## src/logic/cam_pkg.sv

```systemverilog
package cam_pkg;

    // Frame buffer geometry
    localparam int img_width  = 200;
    localparam int img_height = 160;
    localparam int addr_w     = 15;
    localparam int col_w      = $clog2(img_width + 1);
    localparam int line_w     = $clog2(img_height + 1);

    // SCCB bit timing, in pclk cycles per quarter bit
    localparam int sccb_div   = 4;
    localparam int sccb_div_w = $clog2(sccb_div);
    localparam int sccb_bits  = 27;   // Three bytes, each with a ninth bit
    localparam int sccb_bit_w = $clog2(sccb_bits);

    localparam logic [7:0] sensor_write_id = 8'h42;

    // Register address in the upper byte, value in the lower byte
    localparam int init_count = 6;
    localparam int init_idx_w = $clog2(init_count);
    localparam logic [15:0] init_reg_table [init_count] = '{
        16'h1280,   // COM7 soft reset
        16'h1204,   // COM7 RGB output
        16'h40d0,   // COM15 RGB565, full range
        16'h0c04,   // COM3 scale enable
        16'h3e1a,   // COM14 pclk divider and manual scaling
        16'h703a    // Horizontal scale
    };

    typedef enum logic [1:0] {
        cap_idle,
        cap_wait_line,
        cap_capture_high,
        cap_capture_low
    } capture_state_t;

    typedef enum logic [2:0] {
        sccb_idle,
        sccb_start,
        sccb_shift,
        sccb_stop,
        sccb_done
    } sccb_state_t;

    typedef enum logic [1:0] {
        init_send,
        init_release,
        init_done
    } init_state_t;

endpackage
```

## src/logic/sensor_init_sequencer.sv

```systemverilog
module sensor_init_sequencer (
    input  logic       ov7670_pclk,
    input  logic       reset,
    input  logic       sccb_ack,
    output logic       sccb_req,
    output logic [7:0] sccb_reg,
    output logic [7:0] sccb_val,
    output logic       config_done
);
    import cam_pkg::*;

    init_state_t           state;
    logic [init_idx_w-1:0] index;
    logic                  last_entry;

    assign last_entry = (index == init_idx_w'(init_count - 1));

    always_ff @(posedge ov7670_pclk or posedge reset) begin
        if (reset) begin
            state <= init_send;
            index <= '0;
        end else begin
            case (state)
                init_send: begin
                    if (sccb_ack) state <= init_release;   // Write went out
                end
                init_release: begin
                    // Wait for ack to drop before the next request
                    if (!sccb_ack) begin
                        if (last_entry) begin
                            state <= init_done;
                        end else begin
                            index <= index + 1'b1;
                            state <= init_send;
                        end
                    end
                end
                init_done: ;
                default: state <= init_send;
            endcase
        end
    end

    assign sccb_req               = (state == init_send);
    assign {sccb_reg, sccb_val}   = init_reg_table[index];   // Stable while req is high
    assign config_done            = (state == init_done);

endmodule

```

## config.mk

```make
export PLATFORM = sky130hd
export DESIGN_NAME = sensor_init_sequencer
export DESIGN_NICKNAME = d
export VERILOG_FILES = /design/src/logic/cam_pkg.sv /design/src/logic/sensor_init_sequencer.sv
export SDC_FILE = /design/constraint.sdc
export NUM_CORES = 1
export LEC_CHECK = 0
export ABC_AREA = 1
export BUFFER_PORTS_ARGS = -buffer_cell sky130_fd_sc_hd__buf_2
export CAP_MARGIN = 20
export CORE_MARGIN = 8
export CORE_UTILIZATION = 25
export DETAILED_ROUTE_END_ITERATION = 12
export MAX_ROUTING_LAYER = met4
export PLACE_DENSITY_LB_ADDON = 0.08
export SYNTH_ARGS = -nofsm -noshare
export SYNTH_HDL_FRONTEND = slang
export SYNTH_SLANG_ARGS = --single-unit
```

## constraint.sdc

```tcl
create_clock -name ov7670_pclk -period 1.1 [get_ports ov7670_pclk]
set_input_delay 0.22 -clock ov7670_pclk [delete_from_list [all_inputs] [get_ports ov7670_pclk]]
set_output_delay 0.22 -clock ov7670_pclk [all_outputs]
set_load 0.05 [all_outputs]
```

==> key figures <==
Outcome
  – Outcome: finished with violations
  – Failing checks: negative setup slack

STA
  – RSZ-0062 raised after global routing: yes
  – Period utilization: 130%
  – Final slew viol count: 0
  – Setup Skew: about 0.004 ns
  – Tmin final: between 1 and 1.5 ns
  – Number of setup violations in the final report: 18
  – Setup WS post-layout: -0.329 ns
  – Maximum clock frequency: about 0.7 GHz
  – Hold Vio Cnt, Final: 0

Detailed routing
  – Iter 0 DRT Violations: 4
  – Drt wl/cell: roughly 11 um
  – First drt pass iteration count: 2
  – DR DRC count: 0
  – Total number of vias: 464
  – Via density: between 4 and 5
  – Routed wire length: around 1.2 mm
  – Final ANT Viol Nets: 0

Synthesis
  – Commonest cells post-synth: nand2_1 (12), inv_1 (10), buf_4 (7)
  – Synth Register Bits: 5
  – Post-synth top area share: just under 30%
  – Netlist cell types: 16
  – Synthesized area: 434 sq um
  – Synth top area cells: dfrtp_1 (29%), buf_4 (12%), nand2_1 (10%)
  – Top-count cell post-synth: nand2_1
  – Leading area contributor after synthesis: dfrtp_1
  – Post-synthesis async set-or-reset flop share: 100%
  – Seq/Total Area, Yosys: around 29%
  – Yosys warnings: 0
  – Avg Cell Area, Syn: 7.49 sq um
  – Cells after Synth: 58
  – Synth Flop Type: dfrtp_1
  – Number of synthesized flops with an enable pin: 0

Worst setup path
  – Crit path required time: between 0.8 and 0.9 ns
  – Flop-to-flop setup slack: -0.16 ns
  – Worst Path Arrival: about 1.2 ns
  – Crit end category: output pin
  – Crit Path Category: reg2out
  – Highest net fanout along the worst path: 5
  – CP Launch Type: register

Clocking
  – Worst skew pair latency: 0.24 ns
  – Max clock buf depth: 2
  – H-Tree Level Count: 1
  – Root Driver: clkbuf_4
  – Clock sinks: 5
  – Num CTS Buffers: 3
  – CTS tree: yes
  – Reg clk slew, reported paths: around 0.050 ns

Place
  – IO Port Bufs: 17
  – Routability cong.: roughly 0.72
  – Detailed placer's ending HPWL: ~860 um

Min path
  – Hold/Removal Path Class: in2reg

Finish
  – Layout cell share with drive strength beyond 1: a little over two thirds
  – Synthesis-to-layout area growth: 112%
  – Diodes inserted: 0
  – Fillers: 161
  – Total Nets Final: about 100
  – Final core utilization: a little under three fifths

Global route
  – Number of antenna violations at the first check in global routing: 0
  – Gr usage total: under 10%
  – Largest net degree at the start of global routing: 6
  – First-pass GRT wire length: between 2 and 2.5 mm
  – Global route total overflow: 0
  – Vias in the first global route: 453

Die
  – Die area: about 3300 sq um
  – Die height: between 50 and 60 um
  – Num rows: 15
  – Core area: approximately 1700 sq um
  – Io pins: 21
  – Initial Util: around a quarter
  – Chip Width: between 50 and 60 um

Job
  – Total of max-cap violations: 0
-- worst max-delay path, cell delays in order, from the launching register on --
cell,delay [ns]
dfrtp_2,0.43
inv_2,0.08
ha_4,0.13
inv_4,0.04
o21ai_2,0.11
buf_6,0.17
-- layout make-up --
class                           instances  area, sq um  share of cell area (%)
Clock buffer                            4         26.3                    2.85
Tap cell                               17         21.3                    2.31
Sequential cell                         5          128                    13.9
Timing Repair Buffer                   38          393                    42.7
Multi-Input combinational cell         36          305                    33.2
Inverter                               11         47.5                    5.16
-- per-stage QoR --
stage	hold slack [ns]	instances	TNS [ns]	cell area [sq um]	setup WS [ns]
3_3_place_gp	0.138	100	-1.19	648	-0.169
2_1_floorplan	-0.00155	60	-2.21	488	-0.368
3_5_place_dp	0.135	100	-1.17	648	-0.180
6_report	0.252	111	-4.20	921	-0.329
4_1_cts	0.254	110	-3.61	900	-0.354
5_1_grt	0.320	111	-5.13	921	-0.387
-- state kept, by name, summed over array words and instances (netlist names) --
name and cells:
index 3, state 2
-- worst paths after layout --
kind,depth (start not counted),endpoint,start
setup / recovery,5,sccb_reg[6],index[0]
setup reg to reg,7,index[1],index[2]
hold reg to reg,2,state[1],state[0]
max in group asynchronous,3,index[1],reset
min in group asynchronous,3,state[1],reset
hold / removal,3,state[0],sccb_ack
-- per-layer routing --
layer	up-vias	track usage [%]	share of wire (%)
li1	234	-	-
met1	219	8.78	42
met2	9	13.0	54
met3	2	0.662	2.1
met4	0	7.34	2.1
met5	-	-	0
-- cells by family after synthesis --
group | count (synthesis) | synth area share [%]
buffers and inverters | 19 | 24.2
other | 1 | 0.864
and+or+nand+nor | 23 | 27.7
adders and majority gates | 3 | 8.65
AOI/OAI and AO/OA | 7 | 9.80
DFF | 5 | 28.8
-- cell usage in the layout (no fill, tap or decap) --
cell type      synthesis  layout
inv_2                  1       4
buf_12                 0       1
buf_4                  7      15
dlygate4sd3_1          0       1
clkbuf_1               0       1
dfrtp_2                0       2
nor2_4                 1       3
dfrtp_1                5       3
buf_8                  0       7
nand2_2                0       1
conb_1                 1       3
nand2_4                3       5
o21ai_1                0       1
nand3_1                1       1
clkinvlp_4             0       1
nor2_2                 0       2
o21ai_2                0       1
buf_6                  1      12
ha_2                   0       1
ha_4                   0       2
a21oi_4                0       1
or2_4                  0       1
inv_4                  0       1
buf_2                  0       2
nor2_1                 5       1
inv_1                 10       5
nand2_1               12       9
clkbuf_4               0       3
o21ai_4                0       1
o21bai_1               3       3
-- timing repair --
action / CTS / global route
setup buffers: 6 / 2
endpoints found under the setup margin: 18 / 18
hold endpoints to repair: 5 / 0
gates resized for setup: 52 / 6
cloned: 0 / 0
pin swaps: 5 / 5
hold buffers: 1 / 0
Power is left out: the tool's default activity adds up to more than one toggle a clock period on the data nets, which glitch-free logic cannot reach.
