## src/logic/cam_pkg.sv

```systemverilog
package cam_pkg;

    // Frame buffer geometry
    localparam int img_width  = 200;
    localparam int img_height = 160;
    localparam int addr_w     = 15;
    localparam int col_w      = $clog2(img_width + 1);
    localparam int line_w     = $clog2(img_height + 1);

    // SCCB bit timing, in pclk cycles per quarter bit
    localparam int sccb_div   = 4;
    localparam int sccb_div_w = $clog2(sccb_div);
    localparam int sccb_bits  = 27;   // Three bytes, each with a ninth bit
    localparam int sccb_bit_w = $clog2(sccb_bits);

    localparam logic [7:0] sensor_write_id = 8'h42;

    // Register address in the upper byte, value in the lower byte
    localparam int init_count = 6;
    localparam int init_idx_w = $clog2(init_count);
    localparam logic [15:0] init_reg_table [init_count] = '{
        16'h1280,   // COM7 soft reset
        16'h1204,   // COM7 RGB output
        16'h40d0,   // COM15 RGB565, full range
        16'h0c04,   // COM3 scale enable
        16'h3e1a,   // COM14 pclk divider and manual scaling
        16'h703a    // Horizontal scale
    };

    typedef enum logic [1:0] {
        cap_idle,
        cap_wait_line,
        cap_capture_high,
        cap_capture_low
    } capture_state_t;

    typedef enum logic [2:0] {
        sccb_idle,
        sccb_start,
        sccb_shift,
        sccb_stop,
        sccb_done
    } sccb_state_t;

    typedef enum logic [1:0] {
        init_send,
        init_release,
        init_done
    } init_state_t;

endpackage
```

## src/logic/pixel_capture.sv

```systemverilog
module pixel_capture (
    input  logic                       ov7670_pclk,
    input  logic                       reset,
    input  logic                       config_done,
    input  logic                       ov7670_vsync,
    input  logic                       ov7670_href,
    input  logic [7:0]                 ov7670_data,
    output logic [cam_pkg::addr_w-1:0] mem_addr,
    output logic [15:0]                mem_data,
    output logic                       mem_wren
);
    import cam_pkg::*;

    capture_state_t    state;
    logic              vsync_d;
    logic              href_d;
    logic              vsync_fall;
    logic              vsync_rise;
    logic              href_rise;
    logic              href_fall;
    logic [7:0]        high_byte;
    logic [col_w-1:0]  col;
    logic [line_w-1:0] line;
    logic              take_high;
    logic              take_low;
    logic              pix_write;
    logic              last_line;
    logic [3:0]        red4;
    logic [3:0]        green4;
    logic [3:0]        blue4;

    always_ff @(posedge ov7670_pclk or posedge reset) begin
        if (reset) begin
            vsync_d <= 1'b0;
            href_d  <= 1'b0;
        end else begin
            vsync_d <= ov7670_vsync;
            href_d  <= ov7670_href;
        end
    end

    assign vsync_fall = vsync_d & ~ov7670_vsync;
    assign vsync_rise = ~vsync_d & ov7670_vsync;
    assign href_rise  = ov7670_href & ~href_d;
    assign href_fall  = ~ov7670_href & href_d;

    // First byte of every line is a high byte
    assign take_high = (state == cap_wait_line && href_rise) ||
                       (state == cap_capture_high && ov7670_href);
    assign take_low  = (state == cap_capture_low) && ov7670_href;
    assign pix_write = take_low && (col < col_w'(img_width)) &&
                       (line < line_w'(img_height));
    assign last_line = (line == line_w'(img_height - 1));

    // RGB565 high byte RRRRRGGG, low byte GGGBBBBB
    assign red4   = high_byte[7:4];
    assign green4 = {high_byte[2:0], ov7670_data[7]};
    assign blue4  = ov7670_data[4:1];

    always_ff @(posedge ov7670_pclk or posedge reset) begin
        if (reset) begin
            state <= cap_idle;
            col   <= '0;
            line  <= '0;
        end else if (vsync_fall && config_done) begin
            state <= cap_wait_line;   // New frame
            col   <= '0;
            line  <= '0;
        end else if (vsync_rise) begin
            state <= cap_idle;
        end else if ((state == cap_capture_high || state == cap_capture_low) && href_fall) begin
            // End of line, any half pixel is dropped
            line <= line + 1'b1;
            if (last_line) state <= cap_idle;
            else state <= cap_wait_line;
        end else begin
            case (state)
                cap_idle: ;
                cap_wait_line: begin
                    if (href_rise) begin
                        col   <= '0;
                        state <= cap_capture_low;
                    end
                end
                cap_capture_high: begin
                    if (ov7670_href) state <= cap_capture_low;
                end
                cap_capture_low: begin
                    if (ov7670_href) begin
                        state <= cap_capture_high;
                        if (col < col_w'(img_width)) col <= col + 1'b1;   // Saturates
                    end
                end
                default: state <= cap_idle;
            endcase
        end
    end

    always_ff @(posedge ov7670_pclk or posedge reset) begin
        if (reset) mem_wren <= 1'b0;
        else mem_wren <= pix_write;   // One cycle per pixel
    end

    always_ff @(posedge ov7670_pclk) begin
        if (take_high) high_byte <= ov7670_data;
        if (pix_write) begin
            mem_addr <= addr_w'(line * img_width + col);
            mem_data <= {4'h0, red4, green4, blue4};
        end
    end

endmodule

```

## config.mk

```make
export PLATFORM = sky130hd
export DESIGN_NAME = pixel_capture
export DESIGN_NICKNAME = d
export VERILOG_FILES = /design/src/logic/cam_pkg.sv /design/src/logic/pixel_capture.sv
export SDC_FILE = /design/constraint.sdc
export NUM_CORES = 1
export LEC_CHECK = 0
export ABC_CLOCK_PERIOD_IN_PS = 6100
export BUFFER_PORTS_ARGS = -buffer_cell sky130_fd_sc_hd__buf_4
export CORE_MARGIN = 2
export CORE_UTILIZATION = 35
export CTS_CLUSTER_SIZE = 10
export DETAILED_ROUTE_END_ITERATION = 8
export HOLD_SLACK_MARGIN = 0.03
export PLACE_DENSITY = 0.56
export REMOVE_ABC_BUFFERS = 1
export SETUP_SLACK_MARGIN = 0.2
export SYNTH_ARGS = -nofsm -noshare
export SYNTH_HDL_FRONTEND = slang
export SYNTH_SLANG_ARGS = --single-unit
export TNS_END_PERCENT = 20
```

## constraint.sdc

```tcl
create_clock -name ov7670_pclk -period 6.1 [get_ports ov7670_pclk]
set_clock_uncertainty 0.15 [all_clocks]
set_input_delay 0 -clock ov7670_pclk [delete_from_list [all_inputs] [get_ports ov7670_pclk]]
set_output_delay 0 -clock ov7670_pclk [all_outputs]
set_load 0.005 [all_outputs]
```

==> metrics <==
number of flops mapped to enable cells by yosys 34; Max VDD drop 86.53 µV; Power Density 234.8 nW/µm²; setup TNS 0 ns; max frequency 0.2937 GHz; Crit path largest cell delay 0.49 ns; register area 1546 µm²; Area growth, synth to finish 20.68%; Hold Crit Depth 3; core outline area 8299 µm²; register area share after synthesis 51.12%; Post-Syn Area 3025 µm²; IO buf count 40; Cell Rows 33; Util after Layout 43.99%; CTS H-tree lvls 2; TritonCTS Buffers 5; fin crit share 55.82%; distinct cell type count after synthesis 41; Die ar. 9404 µm²; number of fill cells in the layout 764; IO Count 45; top_reg_cell synth edfxtp_1; reg2reg setup slack 2.69 ns; Critical Path Start Type flip-flop; top cells by area, synth edfxtp_1 34%, dfrtp_1 17%, ha_1 14%; Critical Path Fanout Max 5; first-pass GRT wire length 9142 µm; ys async rst share 38.18%; # nets final 365; root buffer cell clkbuf_8; met3 usage 2.312%; hold wc startpoint config_done; vias in the first global route 1,963; Yosys top cell area share 33.75%; DP HPWL 3900 µm; total power draw 0.8574 mW; Final Non-Filler Cells 419; Total GRT Usage 11.67%; Initial Utilization 36.45%; leak pwr 1.678 nW; worst path required time 6.01 ns; Ys Warns 0; DRT Pass-1 Iters 4; initial antenna violation count 0; Post-Syn Instances 256; worst r2r src line[4]; synthesis-stage register bit count 55; met1 global-route usage 16.26%; Avg Inst Size Synth 11.82 µm²; Worst Max-Slew Pin Slew 0.7867 ns; critical path data arrival time 3.32 ns; slowest cell on the critical path fa_1; RSZ-0062 raised after global routing false; largest net degree at the start of global routing 29; post-CTS setup buffer count 0; path depth of the worst reg2reg path 12; Fin. Hold Viols 0; RR Endpoint mem_addr[14]; Hold EP line[3]; dpl cells 400; crit path time final 3.405 ns; WL per Instance 12.21 µm; layout cells sized above 1 18.15%; routed vias 1,986; area leader, netlist edfxtp_1; GRT overflow 0; normalized max-slew margin 47.50%; Vias/cell 4.740; TritonCTS sink count 55; TritonCTS clock tree done; Min Hold Slack 0.07615 ns; most common cell in the netlist ha_1; max cap viols 0; Antenna Cells 0; kind of end point of the critical path flip-flop; Max clock buf depth 2; residual DRC count 0; status completed; Die Y 96.98 µm; clock slew at reported path FFs 0.10 ns; critical-path cell list ha_1 -> ha_1 -> inv_1 -> fa_1 -> inv_1 -> ha_1 -> nor2_1 -> a21oi_1 -> xor2_1 -> nand3_1 -> nor4_1 -> xnor2_1; met2 usage 18.27%; routability cong. 0.8032; Final setup viols 0; Worst-Skew Late Latency 0.31 ns; most frequent CP cell ha_1; type of the worst min-delay path in -> reg; final slew viol count 0; total wire length 5115 µm; Iter 0 DRT Violations 72; width of the die 96.98 µm; DRT antenna net count 0; path type of the worst setup path reg -> reg; Most Crowded Layer GR met2; multi-input logic area 1376 µm²; commonest cells in the netlist 35 x ha_1, 34 x edfxtp_1, 22 x nor2_1, 21 x dfrtp_1, 21 x inv_1
[repair_timing]
item,in CTS,in global routing
hold endpoints to repair,40,0
hold buffers,11,0
resized for setup,0,0
[critical path: cells and delay by family, from the launching register on]
family          cells  cell delay, ns
simple gates        3            0.54
buf+inv             2            0.09
xor+xnor            2            0.34
fa+ha+maj           4            1.43
compound gates      1            0.15
flops               1            0.46
[cell usage in the layout (no fill, tap or decap), drive strengths merged, types with 2 or more instances in the layout]
| master | n |
|---|---|
| a21o | 3 |
| a21oi | 11 |
| and3 | 8 |
| buf | 41 |
| clkbuf | 5 |
| conb | 4 |
| dfrtp | 21 |
| dlygate4sd3 | 11 |
| edfxtp | 34 |
| fa | 4 |
| ha | 35 |
| inv | 23 |
| nand2 | 14 |
| nand2b | 4 |
| nand3 | 8 |
| nand4 | 2 |
| nor2 | 22 |
| nor3 | 5 |
| nor4 | 2 |
| o21ai | 11 |
| o21bai | 2 |
| o31ai | 2 |
| xnor2 | 16 |
| xor2 | 10 |
[flip-flops by register name, summed over array words and instances (netlist names)]
signal and count:
line 8, vsync_d 1, mem_wren 1, href_d 1
high_byte 7, mem_addr 15, col 8, mem_data 12
state 2
[report_power, final]
group	switching, mW	total (mW)	internal (mW)
Clock	0.125	0.210	0.0845
Combinational	0.114	0.205	0.0909
Sequential	0.0173	0.443	0.426
[through the flow]
stage / setup slack (ns) / cell area (µm²)
detailed placement: 2.708 / 3445
global placement: 2.766 / 3445
CTS: 2.682 / 3651
floorplan: 0.2052 / 2999
finish: 2.695 / 3651
global route: 2.394 / 3651
[routing by layer]
metal  share of wire [%]  wire length (µm)  up-vias
met1                  50              2571      930
met5                   0                 0        -
met4                0.82                42        0
li1                    -                 -     1008
met3                 4.8               243        2
met2                  44              2258       46
[worst max path at each step]
stage / from / end / slack (ns) / cells past startpoint
floorplan: col[4] / mem_wren / 0.21 / 3
global placement: line[1] / mem_addr[14] / 2.77 / 11
detailed placement: line[4] / mem_addr[14] / 2.71 / 12
CTS: line[4] / mem_addr[14] / 2.68 / 12
global route: line[4] / mem_addr[14] / 2.39 / 12
finish: line[4] / mem_addr[14] / 2.69 / 12
[area by class of cell]
| type | instances | area share, % |
|---|---|---|
| clock buffers | 5 | 1.885 |
| clock inverters | 3 | 0.7539 |
| inverters | 22 | 2.262 |
| multi-input cells | 177 | 37.70 |
| flip-flops and latches | 55 | 42.36 |
| well taps | 105 | 3.598 |
| repair buffers | 52 | 11.45 |
[logic make-up (layout without fill, tap and decap cells)]
family	Yosys count	count (layout)	share of synthesized area, %
multiplexers	1	1	0.3309
AND/OR/NAND/NOR	69	69	11.17
XOR/XNOR	26	26	7.527
AO/OA/AOI/OAI	38	38	8.643
flip-flops	55	55	51.12
other	1	4	0.1240
buffers and inverters	27	82	3.970
adder cells (fa/ha/maj)	39	39	17.12
Note: power is estimated with default switching activity, not from simulation.
